[src/verilog/rob_cfg.svh]
`ifndef ROB_CFG_SVH
`define ROB_CFG_SVH

// ROB sizing
`define ROB_N_ENTRIES 8
`define ROB_ID_WIDTH  3

// Architectural state widths
`define ARF_ID_WIDTH  5
`define REG_WIDTH     32
`define PC_WIDTH      32

`endif
[src/verilog/rob_pkg.sv]
`include "rob_cfg.svh"

package rob_pkg;

    // Scalar fields
    typedef logic [`ROB_ID_WIDTH-1:0] rob_id_t;
    typedef logic [`ARF_ID_WIDTH-1:0] arf_id_t;
    typedef logic [`REG_WIDTH-1:0]    reg_t;
    typedef logic [`PC_WIDTH-1:0]     pc_t;

    // What dispatch hands over for a new instruction
    typedef struct packed {
        logic    dst_valid;
        arf_id_t dst_arf_id;
        pc_t     pc;
    } rob_dispatch_data_t;

    // One stored ROB entry
    // Result fields are filled in by writeback
    typedef struct packed {
        logic    dst_valid;
        arf_id_t dst_arf_id;
        pc_t     pc;
        logic    ld_mispredict;
        logic    br_mispredict;
        logic    reg_ready;
        reg_t    reg_data;
    } rob_entry_t;

endpackage

[src/verilog/rob_wb_if.sv]
// Result bus from one execution unit into the ROB
interface rob_wb_if;
    import rob_pkg::*;

    logic    valid;
    rob_id_t rob_id;
    reg_t    reg_data;
    // Branch mispredict on the ALU port, load mispredict on the LSU port
    logic    mispredict;

    modport unit (
        output valid,
        output rob_id,
        output reg_data,
        output mispredict
    );

    modport rob (
        input valid,
        input rob_id,
        input reg_data,
        input mispredict
    );

endinterface

[src/verilog/rob_top.sv]
module rob_top (
    input  logic             clk,
    input  logic             rst_n,

    // Dispatch
    input  logic             dispatch_valid,
    output logic             dispatch_ready,
    output rob_pkg::rob_id_t dispatch_rob_id,
    input  logic             dispatch_dst_valid,
    input  rob_pkg::arf_id_t dispatch_dst_arf_id,
    input  rob_pkg::pc_t     dispatch_pc,

    // ALU writeback
    input  logic             alu_wb_valid,
    input  rob_pkg::rob_id_t alu_wb_rob_id,
    input  rob_pkg::reg_t    alu_wb_reg_data,
    input  logic             alu_wb_br_mispredict,

    // LSU writeback
    input  logic             lsu_wb_valid,
    input  rob_pkg::rob_id_t lsu_wb_rob_id,
    input  rob_pkg::reg_t    lsu_wb_reg_data,
    input  logic             lsu_wb_ld_mispredict,

    // Retire
    output logic             retire,
    output rob_pkg::rob_id_t retire_rob_id,
    output rob_pkg::arf_id_t retire_arf_id,
    output rob_pkg::reg_t    retire_reg_data,
    output logic             retire_dst_valid,

    output logic             flush,
    output rob_pkg::pc_t     flush_pc,

    // Operand sources
    input  logic             src1_renamed,
    input  rob_pkg::arf_id_t src1_arf_id,
    input  rob_pkg::rob_id_t src1_rob_id,
    output logic             src1_ready,
    output rob_pkg::reg_t    src1_data,
    input  logic             src2_renamed,
    input  rob_pkg::arf_id_t src2_arf_id,
    input  rob_pkg::rob_id_t src2_rob_id,
    output logic             src2_ready,
    output rob_pkg::reg_t    src2_data
);
    import rob_pkg::*;

    rob_dispatch_data_t dispatch_data;
    logic               commit_en;
    rob_id_t            rob_id_src1;
    rob_id_t            rob_id_src2;
    logic               rob_reg_ready_src1;
    logic               rob_reg_ready_src2;
    reg_t               rob_reg_data_src1;
    reg_t               rob_reg_data_src2;
    arf_id_t            arf_id_src1;
    arf_id_t            arf_id_src2;
    reg_t               arf_data_src1;
    reg_t               arf_data_src2;

    rob_wb_if alu_wb ();
    rob_wb_if lsu_wb ();

    assign dispatch_data = '{
        dst_valid:  dispatch_dst_valid,
        dst_arf_id: dispatch_dst_arf_id,
        pc:         dispatch_pc
    };

    assign alu_wb.valid      = alu_wb_valid;
    assign alu_wb.rob_id     = alu_wb_rob_id;
    assign alu_wb.reg_data   = alu_wb_reg_data;
    assign alu_wb.mispredict = alu_wb_br_mispredict;

    assign lsu_wb.valid      = lsu_wb_valid;
    assign lsu_wb.rob_id     = lsu_wb_rob_id;
    assign lsu_wb.reg_data   = lsu_wb_reg_data;
    assign lsu_wb.mispredict = lsu_wb_ld_mispredict;

    // Commit enable is already qualified by the destination bit
    assign retire_dst_valid = commit_en;

    rob rob_inst (
        .clk                (clk),
        .rst_n              (rst_n),
        .dispatch_valid     (dispatch_valid),
        .dispatch_ready     (dispatch_ready),
        .dispatch_rob_id    (dispatch_rob_id),
        .dispatch_data      (dispatch_data),
        .alu_wb             (alu_wb),
        .lsu_wb             (lsu_wb),
        .retire             (retire),
        .retire_rob_id      (retire_rob_id),
        .commit_en          (commit_en),
        .commit_arf_id      (retire_arf_id),
        .commit_data        (retire_reg_data),
        .flush              (flush),
        .flush_pc           (flush_pc),
        .rob_id_src1        (rob_id_src1),
        .rob_reg_ready_src1 (rob_reg_ready_src1),
        .rob_reg_data_src1  (rob_reg_data_src1),
        .rob_id_src2        (rob_id_src2),
        .rob_reg_ready_src2 (rob_reg_ready_src2),
        .rob_reg_data_src2  (rob_reg_data_src2)
    );

    arf arf_inst (
        .clk           (clk),
        .rst_n         (rst_n),
        .commit_en     (commit_en),
        .commit_arf_id (retire_arf_id),
        .commit_data   (retire_reg_data),
        .rd_id_a       (arf_id_src1),
        .rd_data_a     (arf_data_src1),
        .rd_id_b       (arf_id_src2),
        .rd_data_b     (arf_data_src2)
    );

    operand_read src1_read (
        .src_renamed   (src1_renamed),
        .src_arf_id    (src1_arf_id),
        .src_rob_id    (src1_rob_id),
        .rob_id        (rob_id_src1),
        .rob_reg_ready (rob_reg_ready_src1),
        .rob_reg_data  (rob_reg_data_src1),
        .arf_id        (arf_id_src1),
        .arf_data      (arf_data_src1),
        .src_ready     (src1_ready),
        .src_data      (src1_data)
    );

    operand_read src2_read (
        .src_renamed   (src2_renamed),
        .src_arf_id    (src2_arf_id),
        .src_rob_id    (src2_rob_id),
        .rob_id        (rob_id_src2),
        .rob_reg_ready (rob_reg_ready_src2),
        .rob_reg_data  (rob_reg_data_src2),
        .arf_id        (arf_id_src2),
        .arf_data      (arf_data_src2),
        .src_ready     (src2_ready),
        .src_data      (src2_data)
    );

endmodule

[src/verilog/operand_read.sv]
module operand_read (
    // Source operand as seen by issue
    input  logic             src_renamed,
    input  rob_pkg::arf_id_t src_arf_id,
    input  rob_pkg::rob_id_t src_rob_id,

    // Lookup into the ROB
    output rob_pkg::rob_id_t rob_id,
    input  logic             rob_reg_ready,
    input  rob_pkg::reg_t    rob_reg_data,

    // Lookup into the ARF
    output rob_pkg::arf_id_t arf_id,
    input  rob_pkg::reg_t    arf_data,

    // Resolved operand
    output logic             src_ready,
    output rob_pkg::reg_t    src_data
);

    // Both lookups run every cycle, the rename bit picks one
    assign rob_id = src_rob_id;
    assign arf_id = src_arf_id;

    // Pending producer in the ROB, value may not be there yet
    // Architectural values are always ready
    assign src_ready = src_renamed ? rob_reg_ready : 1'b1;
    assign src_data  = src_renamed ? rob_reg_data : arf_data;

endmodule

[src/verilog/arf.sv]
`include "rob_cfg.svh"

module arf (
    input  logic             clk,
    input  logic             rst_n,

    // Retire write port
    input  logic             commit_en,
    input  rob_pkg::arf_id_t commit_arf_id,
    input  rob_pkg::reg_t    commit_data,

    // Operand read ports
    input  rob_pkg::arf_id_t rd_id_a,
    output rob_pkg::reg_t    rd_data_a,
    input  rob_pkg::arf_id_t rd_id_b,
    output rob_pkg::reg_t    rd_data_b
);
    import rob_pkg::*;

    localparam int N_REGS = 2 ** `ARF_ID_WIDTH;

    reg_t regs [N_REGS];

    // Register 0 is never written, so it stays at its reset value
    always_ff @(posedge clk) begin
        if (!rst_n) begin
            for (int i = 0; i < N_REGS; i++) begin
                regs[i] <= '0;
            end
        end else if (commit_en && (commit_arf_id != '0)) begin
            regs[commit_arf_id] <= commit_data;
        end
    end

    // Plain array reads, no bypass from the commit port
    assign rd_data_a = regs[rd_id_a];
    assign rd_data_b = regs[rd_id_b];

endmodule

[src/verilog/rob.sv]
`include "rob_cfg.svh"

module rob (
    input  logic                        clk,
    input  logic                        rst_n,

    // Dispatch
    input  logic                        dispatch_valid,
    output logic                        dispatch_ready,
    output rob_pkg::rob_id_t            dispatch_rob_id,
    input  rob_pkg::rob_dispatch_data_t dispatch_data,

    // Writeback
    rob_wb_if.rob                       alu_wb,
    rob_wb_if.rob                       lsu_wb,

    // Retire and commit to ARF
    output logic                        retire,
    output rob_pkg::rob_id_t            retire_rob_id,
    output logic                        commit_en,
    output rob_pkg::arf_id_t            commit_arf_id,
    output rob_pkg::reg_t               commit_data,

    output logic                        flush,
    output rob_pkg::pc_t                flush_pc,

    // Operand lookups
    input  rob_pkg::rob_id_t            rob_id_src1,
    output logic                        rob_reg_ready_src1,
    output rob_pkg::reg_t               rob_reg_data_src1,
    input  rob_pkg::rob_id_t            rob_id_src2,
    output logic                        rob_reg_ready_src2,
    output rob_pkg::reg_t               rob_reg_data_src2
);
    import rob_pkg::*;

    rob_entry_t                         dispatch_entry;
    rob_entry_t                         head_entry;
    rob_entry_t                         src1_entry;
    rob_entry_t                         src2_entry;
    rob_entry_t                         alu_entry;
    rob_entry_t                         lsu_entry;
    rob_entry_t [`ROB_N_ENTRIES-1:0]    entries;
    logic                               enq_ready;
    logic                               head_valid;
    logic                               head_done;
    logic                               head_mispredict;
    logic                               alu_target_live;
    logic                               lsu_target_live;

    // New entries start with no result and no mispredict
    assign dispatch_entry = '{
        dst_valid:     dispatch_data.dst_valid,
        dst_arf_id:    dispatch_data.dst_arf_id,
        pc:            dispatch_data.pc,
        ld_mispredict: 1'b0,
        br_mispredict: 1'b0,
        reg_ready:     1'b0,
        reg_data:      '0
    };

    // Writeback merge, static fields are kept
    always_comb begin
        alu_entry               = entries[alu_wb.rob_id];
        alu_entry.reg_ready     = 1'b1;
        alu_entry.reg_data      = alu_wb.reg_data;
        alu_entry.br_mispredict = alu_wb.mispredict;
    end

    always_comb begin
        lsu_entry               = entries[lsu_wb.rob_id];
        lsu_entry.reg_ready     = 1'b1;
        lsu_entry.reg_data      = lsu_wb.reg_data;
        lsu_entry.ld_mispredict = lsu_wb.mispredict;
    end

    fifo_ram rob_buf (
        .clk       (clk),
        .rst_n     (rst_n),
        .enq_valid (dispatch_valid),
        .enq_ready (enq_ready),
        .enq_data  (dispatch_entry),
        .enq_addr  (dispatch_rob_id),
        .deq_valid (head_valid),
        .deq_ready (retire),
        .deq_data  (head_entry),
        .deq_addr  (retire_rob_id),
        .flush     (flush),
        .rd_addr_a (rob_id_src1),
        .rd_data_a (src1_entry),
        .rd_addr_b (rob_id_src2),
        .rd_data_b (src2_entry),
        .wr_en_a   (alu_wb.valid),
        .wr_addr_a (alu_wb.rob_id),
        .wr_data_a (alu_entry),
        .wr_en_b   (lsu_wb.valid),
        .wr_addr_b (lsu_wb.rob_id),
        .wr_data_b (lsu_entry),
        .entries   (entries)
    );

    assign rob_reg_ready_src1 = src1_entry.reg_ready;
    assign rob_reg_data_src1  = src1_entry.reg_data;
    assign rob_reg_ready_src2 = src2_entry.reg_ready;
    assign rob_reg_data_src2  = src2_entry.reg_data;

    // Head decides: retire if clean, flush if mispredicted
    assign head_done       = head_valid && head_entry.reg_ready;
    assign head_mispredict = head_entry.br_mispredict || head_entry.ld_mispredict;
    assign retire          = head_done && !head_mispredict;
    assign flush           = head_done && head_mispredict;
    assign flush_pc        = head_entry.pc;

    assign commit_en     = retire && head_entry.dst_valid;
    assign commit_arf_id = head_entry.dst_arf_id;
    assign commit_data   = head_entry.reg_data;

    // No new entries while the window is being discarded
    assign dispatch_ready = enq_ready && !flush;

    // Live window runs from head up to tail
    function automatic logic is_live(input rob_id_t id);
        logic live;
        if (!head_valid) begin
            live = 1'b0;
        end else if (!enq_ready) begin
            live = 1'b1;
        end else if (retire_rob_id < dispatch_rob_id) begin
            live = (id >= retire_rob_id) && (id < dispatch_rob_id);
        end else begin
            live = (id >= retire_rob_id) || (id < dispatch_rob_id);
        end
        return live;
    endfunction

    always_comb begin
        alu_target_live = is_live(alu_wb.rob_id);
        lsu_target_live = is_live(lsu_wb.rob_id);
    end

    assert property (@(posedge clk) disable iff (!rst_n)
        (alu_wb.valid |-> alu_target_live) and (lsu_wb.valid |-> lsu_target_live))
        else $error("rob: writeback to an empty entry");
    assert property (@(posedge clk) disable iff (!rst_n)
        !(alu_wb.valid && lsu_wb.valid && (alu_wb.rob_id == lsu_wb.rob_id)))
        else $error("rob: both writeback ports hit the same entry");

endmodule

[src/verilog/fifo_ram.sv]
`include "rob_cfg.svh"

module fifo_ram (
    input  logic                                          clk,
    input  logic                                          rst_n,

    // Enqueue at tail
    input  logic                                          enq_valid,
    output logic                                          enq_ready,
    input  rob_pkg::rob_entry_t                           enq_data,
    output rob_pkg::rob_id_t                              enq_addr,

    // Dequeue at head
    output logic                                          deq_valid,
    input  logic                                          deq_ready,
    output rob_pkg::rob_entry_t                           deq_data,
    output rob_pkg::rob_id_t                              deq_addr,

    input  logic                                          flush,

    // Random-access reads
    input  rob_pkg::rob_id_t                              rd_addr_a,
    output rob_pkg::rob_entry_t                           rd_data_a,
    input  rob_pkg::rob_id_t                              rd_addr_b,
    output rob_pkg::rob_entry_t                           rd_data_b,

    // Random-access writes
    input  logic                                          wr_en_a,
    input  rob_pkg::rob_id_t                              wr_addr_a,
    input  rob_pkg::rob_entry_t                           wr_data_a,
    input  logic                                          wr_en_b,
    input  rob_pkg::rob_id_t                              wr_addr_b,
    input  rob_pkg::rob_entry_t                           wr_data_b,

    // Every entry, for read-modify-write by the owner
    output rob_pkg::rob_entry_t [`ROB_N_ENTRIES-1:0]      entries
);
    import rob_pkg::*;

    rob_entry_t                 mem [`ROB_N_ENTRIES];
    logic [`ROB_N_ENTRIES-1:0]  occupied;
    // Extra MSB is the wrap bit
    logic [`ROB_ID_WIDTH:0]     head_ptr;
    logic [`ROB_ID_WIDTH:0]     tail_ptr;
    rob_id_t                    head_idx;
    rob_id_t                    tail_idx;
    logic                       full;
    logic                       empty;
    logic                       enq_fire;
    logic                       deq_fire;

    assign head_idx = head_ptr[`ROB_ID_WIDTH-1:0];
    assign tail_idx = tail_ptr[`ROB_ID_WIDTH-1:0];

    // Same slot, opposite lap means full
    assign full  = (head_idx == tail_idx) && (head_ptr[`ROB_ID_WIDTH] != tail_ptr[`ROB_ID_WIDTH]);
    assign empty = (head_ptr == tail_ptr);

    assign enq_ready = !full;
    assign enq_addr  = tail_idx;
    assign deq_valid = occupied[head_idx];
    assign deq_data  = mem[head_idx];
    assign deq_addr  = head_idx;

    // Flush wins over both ends
    assign enq_fire = enq_valid && enq_ready && !flush;
    assign deq_fire = deq_valid && deq_ready && !flush;

    assign rd_data_a = mem[rd_addr_a];
    assign rd_data_b = mem[rd_addr_b];

    always_comb begin
        for (int i = 0; i < `ROB_N_ENTRIES; i++) begin
            entries[i] = mem[i];
        end
    end

    always_ff @(posedge clk) begin
        if (!rst_n || flush) begin
            head_ptr <= '0;
            tail_ptr <= '0;
            occupied <= '0;
        end else begin
            if (enq_fire) begin
                tail_ptr           <= tail_ptr + 1'b1;
                occupied[tail_idx] <= 1'b1;
            end
            if (deq_fire) begin
                head_ptr           <= head_ptr + 1'b1;
                occupied[head_idx] <= 1'b0;
            end
        end
    end

    // Entry storage, writes only land in live slots
    always_ff @(posedge clk) begin
        if (enq_fire) begin
            mem[tail_idx] <= enq_data;
        end
        if (wr_en_a && occupied[wr_addr_a]) begin
            mem[wr_addr_a] <= wr_data_a;
        end
        if (wr_en_b && occupied[wr_addr_b]) begin
            mem[wr_addr_b] <= wr_data_b;
        end
    end

    // Pointer state and occupied bits must agree
    assert property (@(posedge clk) disable iff (!rst_n) enq_fire |-> !occupied[tail_idx])
        else $error("fifo_ram: enqueue while full");
    assert property (@(posedge clk) disable iff (!rst_n) deq_fire |-> !empty)
        else $error("fifo_ram: dequeue while empty");

endmodule

[config.mk]
export PLATFORM = sky130hd
export DESIGN_NAME = rob_top
export DESIGN_NICKNAME = d
export VERILOG_FILES = /design/src/verilog/rob_pkg.sv /design/src/verilog/rob_wb_if.sv /design/src/verilog/rob_top.sv /design/src/verilog/operand_read.sv /design/src/verilog/arf.sv /design/src/verilog/rob.sv /design/src/verilog/fifo_ram.sv
export VERILOG_INCLUDE_DIRS = /design/src /design/src/verilog
export SDC_FILE = /design/constraint.sdc
export NUM_CORES = 2
export LEC_CHECK = 0
export BUFFER_PORTS_ARGS = -buffer_cell sky130_fd_sc_hd__buf_2
export CORE_MARGIN = 2
export CORE_UTILIZATION = 38
export DETAILED_ROUTE_END_ITERATION = 8
export GPL_TIMING_DRIVEN = 1
export HOLD_SLACK_MARGIN = 0.15
export SLEW_MARGIN = 20
export SYNTH_ARGS = -nofsm -noshare
export SYNTH_HDL_FRONTEND = slang
export SYNTH_SLANG_ARGS = --single-unit
[constraint.sdc]
create_clock -name clk -period 10.5 [get_ports clk]
set_clock_uncertainty 0.05 [all_clocks]
set_input_delay 2.1 -clock clk [delete_from_list [all_inputs] [get_ports clk]]
set_output_delay 2.1 -clock clk [all_outputs]
set_load 0.1 [all_outputs]
==> reports/metrics.csv <==
metric,value,unit
antenna_found_initial,67,
start_util,38.3,%
min_to,rob_inst.rob_buf.mem[2][32],
rr_worst_depth,10,
post-route-util,42.6,%
reg2reg_slack,4.05,ns
finalHoldViolCount,0,
grt_start_max_net_pins,113,
grt_remaining_overflow,0,
cts.sinks,1627,
worst_slew_pin_slew,1.30,ns
ctsResizeCount,0,
critPathTopFamily,buffers and inverters,
synth_compound_area_share,9.28,%
cts_setup_buffers,0,
synth_top_area_share,50.9,%
place.gp.congestion,0.904,
period_needed,8.12,ns
synth_top_cells_by_area,"edfxtp_1 51%, mux4_2 23%, nor2_1 4.8%, o21ai_0 3.3%, clkbuf_1 2.0%",
postRouteAntennaNets,0,
ioPinCount,278,
synth_top_family_by_area,multiplexers,
yosys.area_share.simple,9.23,%
drt-vias-per-instance,6.89,
slowest_stage,inv_2,
critPathMaxFanout,49,
synth_area_per_cell,13.3,um^2
met1_length,127000,um
min_from,rob_inst.rob_buf.mem[2][32],
slowest_delay,0.92,ns
maxSlewViolCount,0,
cap_violations,0,
htreeDepth,4,
endpoint_kind,output pin,
wl_met3,55900,um
placedCellCount,10079,
yosysMostFrequentCell,edfxtp_1,
finalCritPeriodShare,77.4,%
synth_cell_types,76,
hp-class,reg2reg,
drt_iter0_markers,11612,
synth_edf_count,1600,
fillCellCount,22260,
final_cell_count_no_fill,10453,
yosys.area.top_type,edfxtp_1,
p_per_area,156,mW/mm^2
synth_warnings,0,
ir_drop,0.178,mV
crit_buf_inv,5,
synthArstFlopShare,0,%
drt_wl_total,389000,um
rr_endpoint,arf_inst.regs[3][20],
die-area,0.252,mm^2
yosys-top-cells-count,"1600 x edfxtp_1, 1206 x nor2_1, 975 x mux4_2",
coreArea,0.246,mm^2
timing.setup.tns,0,ns
synth-xor-area-share,0.0650,%
wl_met2,175000,um
clk_pin_slew_worst_paths,0.06,ns
drc,0,
grt_pass1_wl,538000,um
p_leak,0.0339,uW
relSlewSlack,12.5,%
die_y,502,um
dr.pass1.iters,7,
grt_pass1_vias,69854,
cp_common_cell,buf_4,
synthCells,7105,
port_buffers,277,
syn_area,0.0943,mm^2
hold_depth,2,
top_layer,met5,
postCtsHoldBufs,0,
die_x,502,um
start_kind,flip-flop,
synth.area.mux_share,25.9,%
crit_required,8.35,ns
cts_tree,done,
finalSetupViolations,0,
wire_per_inst,37.2,um
fin_nets,7085,
path_cells,buf_4 > or2_2 > o32ai_1 > a221oi_1 > nand3_4 > buf_4 > inv_2 > buf_4 > buf_2,
syn2layout_area_growth,11.2,%
ys_seq_area_share,51.5,%
num_vias,71983,
synth_fa_ha_area_share,0.0265,%
cp.depth,9,
dp_hpwl,222000,um
insertion_delay,0.88,ns
ys_seq_elements,1627,
num_rows,182,
arrival,5.97,ns
criticalPathCategory,reg2out,
rsz0062_at_grt,false,
cts_buffers,181,
synth_flop_cell,edfxtp_1,
clock-root-buffer,clkbuf_16,
layout-drive-gt1-share,28.2,%
status,finished clean,
fmax,123,MHz
cts_buffer_depth,3,
groute.usage.overall,30.3,%
where the power goes:
part	internal, uW	switching [uW]
Combinational	723	1670
Sequential	7310	116
Clock	3700	2870
flip-flops by register name, indices dropped and copies added (netlist names), named ones only:
name	flops
rob_inst.rob_buf.tail_ptr	4
rob_inst.rob_buf.head_ptr	4
rob_inst.rob_buf.occupied	8
arf_inst.regs	1024
rob_inst.rob_buf.mem	584
cells in the final DEF, fill, tap and decap left out, types with 24 or more instances in the layout:
master and count:
clkinv_1 32, a22o_1 145, nand2b_1 82, nand3_1 34
mux4_2 975, buf_4 208, o21ai_4 31, nor3_1 126
dfxtp_1 24, nand2_2 29, a221oi_1 65, diode_2 44
o211ai_1 69, o22ai_1 30, conb_1 32, mux2i_1 125
clkbuf_1 31, nand3_2 24, clkinv_2 43, o21ai_0 588
clkbuf_16 183, nand4_1 45, buf_2 259, nor2_1 1200
mux2_2 107, a21oi_1 115, nand2_1 412, a22oi_1 35
edfxtp_1 1600, a221o_1 131
worst max-delay path by stage:
stage | startpoint | endpoint | slack [ns]
after CTS | src2_arf_id[0] | src2_data[1] | 2.56
after floorplan | dispatch_valid | rob_inst.rob_buf.mem[3][0] | 1.90
after detailed placement | src2_arf_id[0] | src2_data[1] | 2.55
after global placement | src2_arf_id[0] | src2_data[1] | 2.57
final | flip-flop | retire_dst_valid | 2.38
after global routing | flip-flop | retire_dst_valid | 2.33
metal layers:
layer  GRT usage (%)  vias up
met5               0        -
met4            21.5       50
met3            9.81     1573
met2            46.2     6348
met1            36.2    36307
li1                -    27705
through the flow:
stage	area [um^2]	total power, uW	hold slack [ns]	setup WS (ns)
global route	105000	16700	0.509	2.33
floorplan	94500	9080	0.405	1.90
CTS	105000	16300	0.475	2.56
global placement	98700	9850	0.453	2.57
detailed placement	98700	9880	0.465	2.55
finish	105000	16400	0.480	2.38
cell families after synthesis:
kind of cell / count (synthesis)
AND/OR/NAND/NOR: 2072
flip-flops: 1627
AO/OA/AOI/OAI: 1324
multiplexers: 1209
buffers and inverters: 863
XOR/XNOR: 7
adder cells (fa/ha/maj): 2
other: 1
worst register-to-register path: stages (launching register included):
cell	delay, ns
dfxtp_4	0.74
buf_4	0.76
mux4_2	0.43
mux2_2	0.35
and3_1	0.25
nand3_4	0.09
buf_4	0.71
inv_2	0.85
nand4_1	0.35
buf_4	0.62
nand2_4	0.73
cell type report:
type	instances	area, um^2	share of cell area [%]
diodes	44	110	0.105
clock buffers	216	4720	4.50
clock inverters	114	1260	1.20
inverters	14	57.6	0.0549
multi-input cells	4646	43000	40.9
flip-flops and latches	1627	48600	46.3
well taps	3312	4140	3.95
repair buffers	480	3070	2.93
Note: power is estimated with default switching activity, not from simulation.
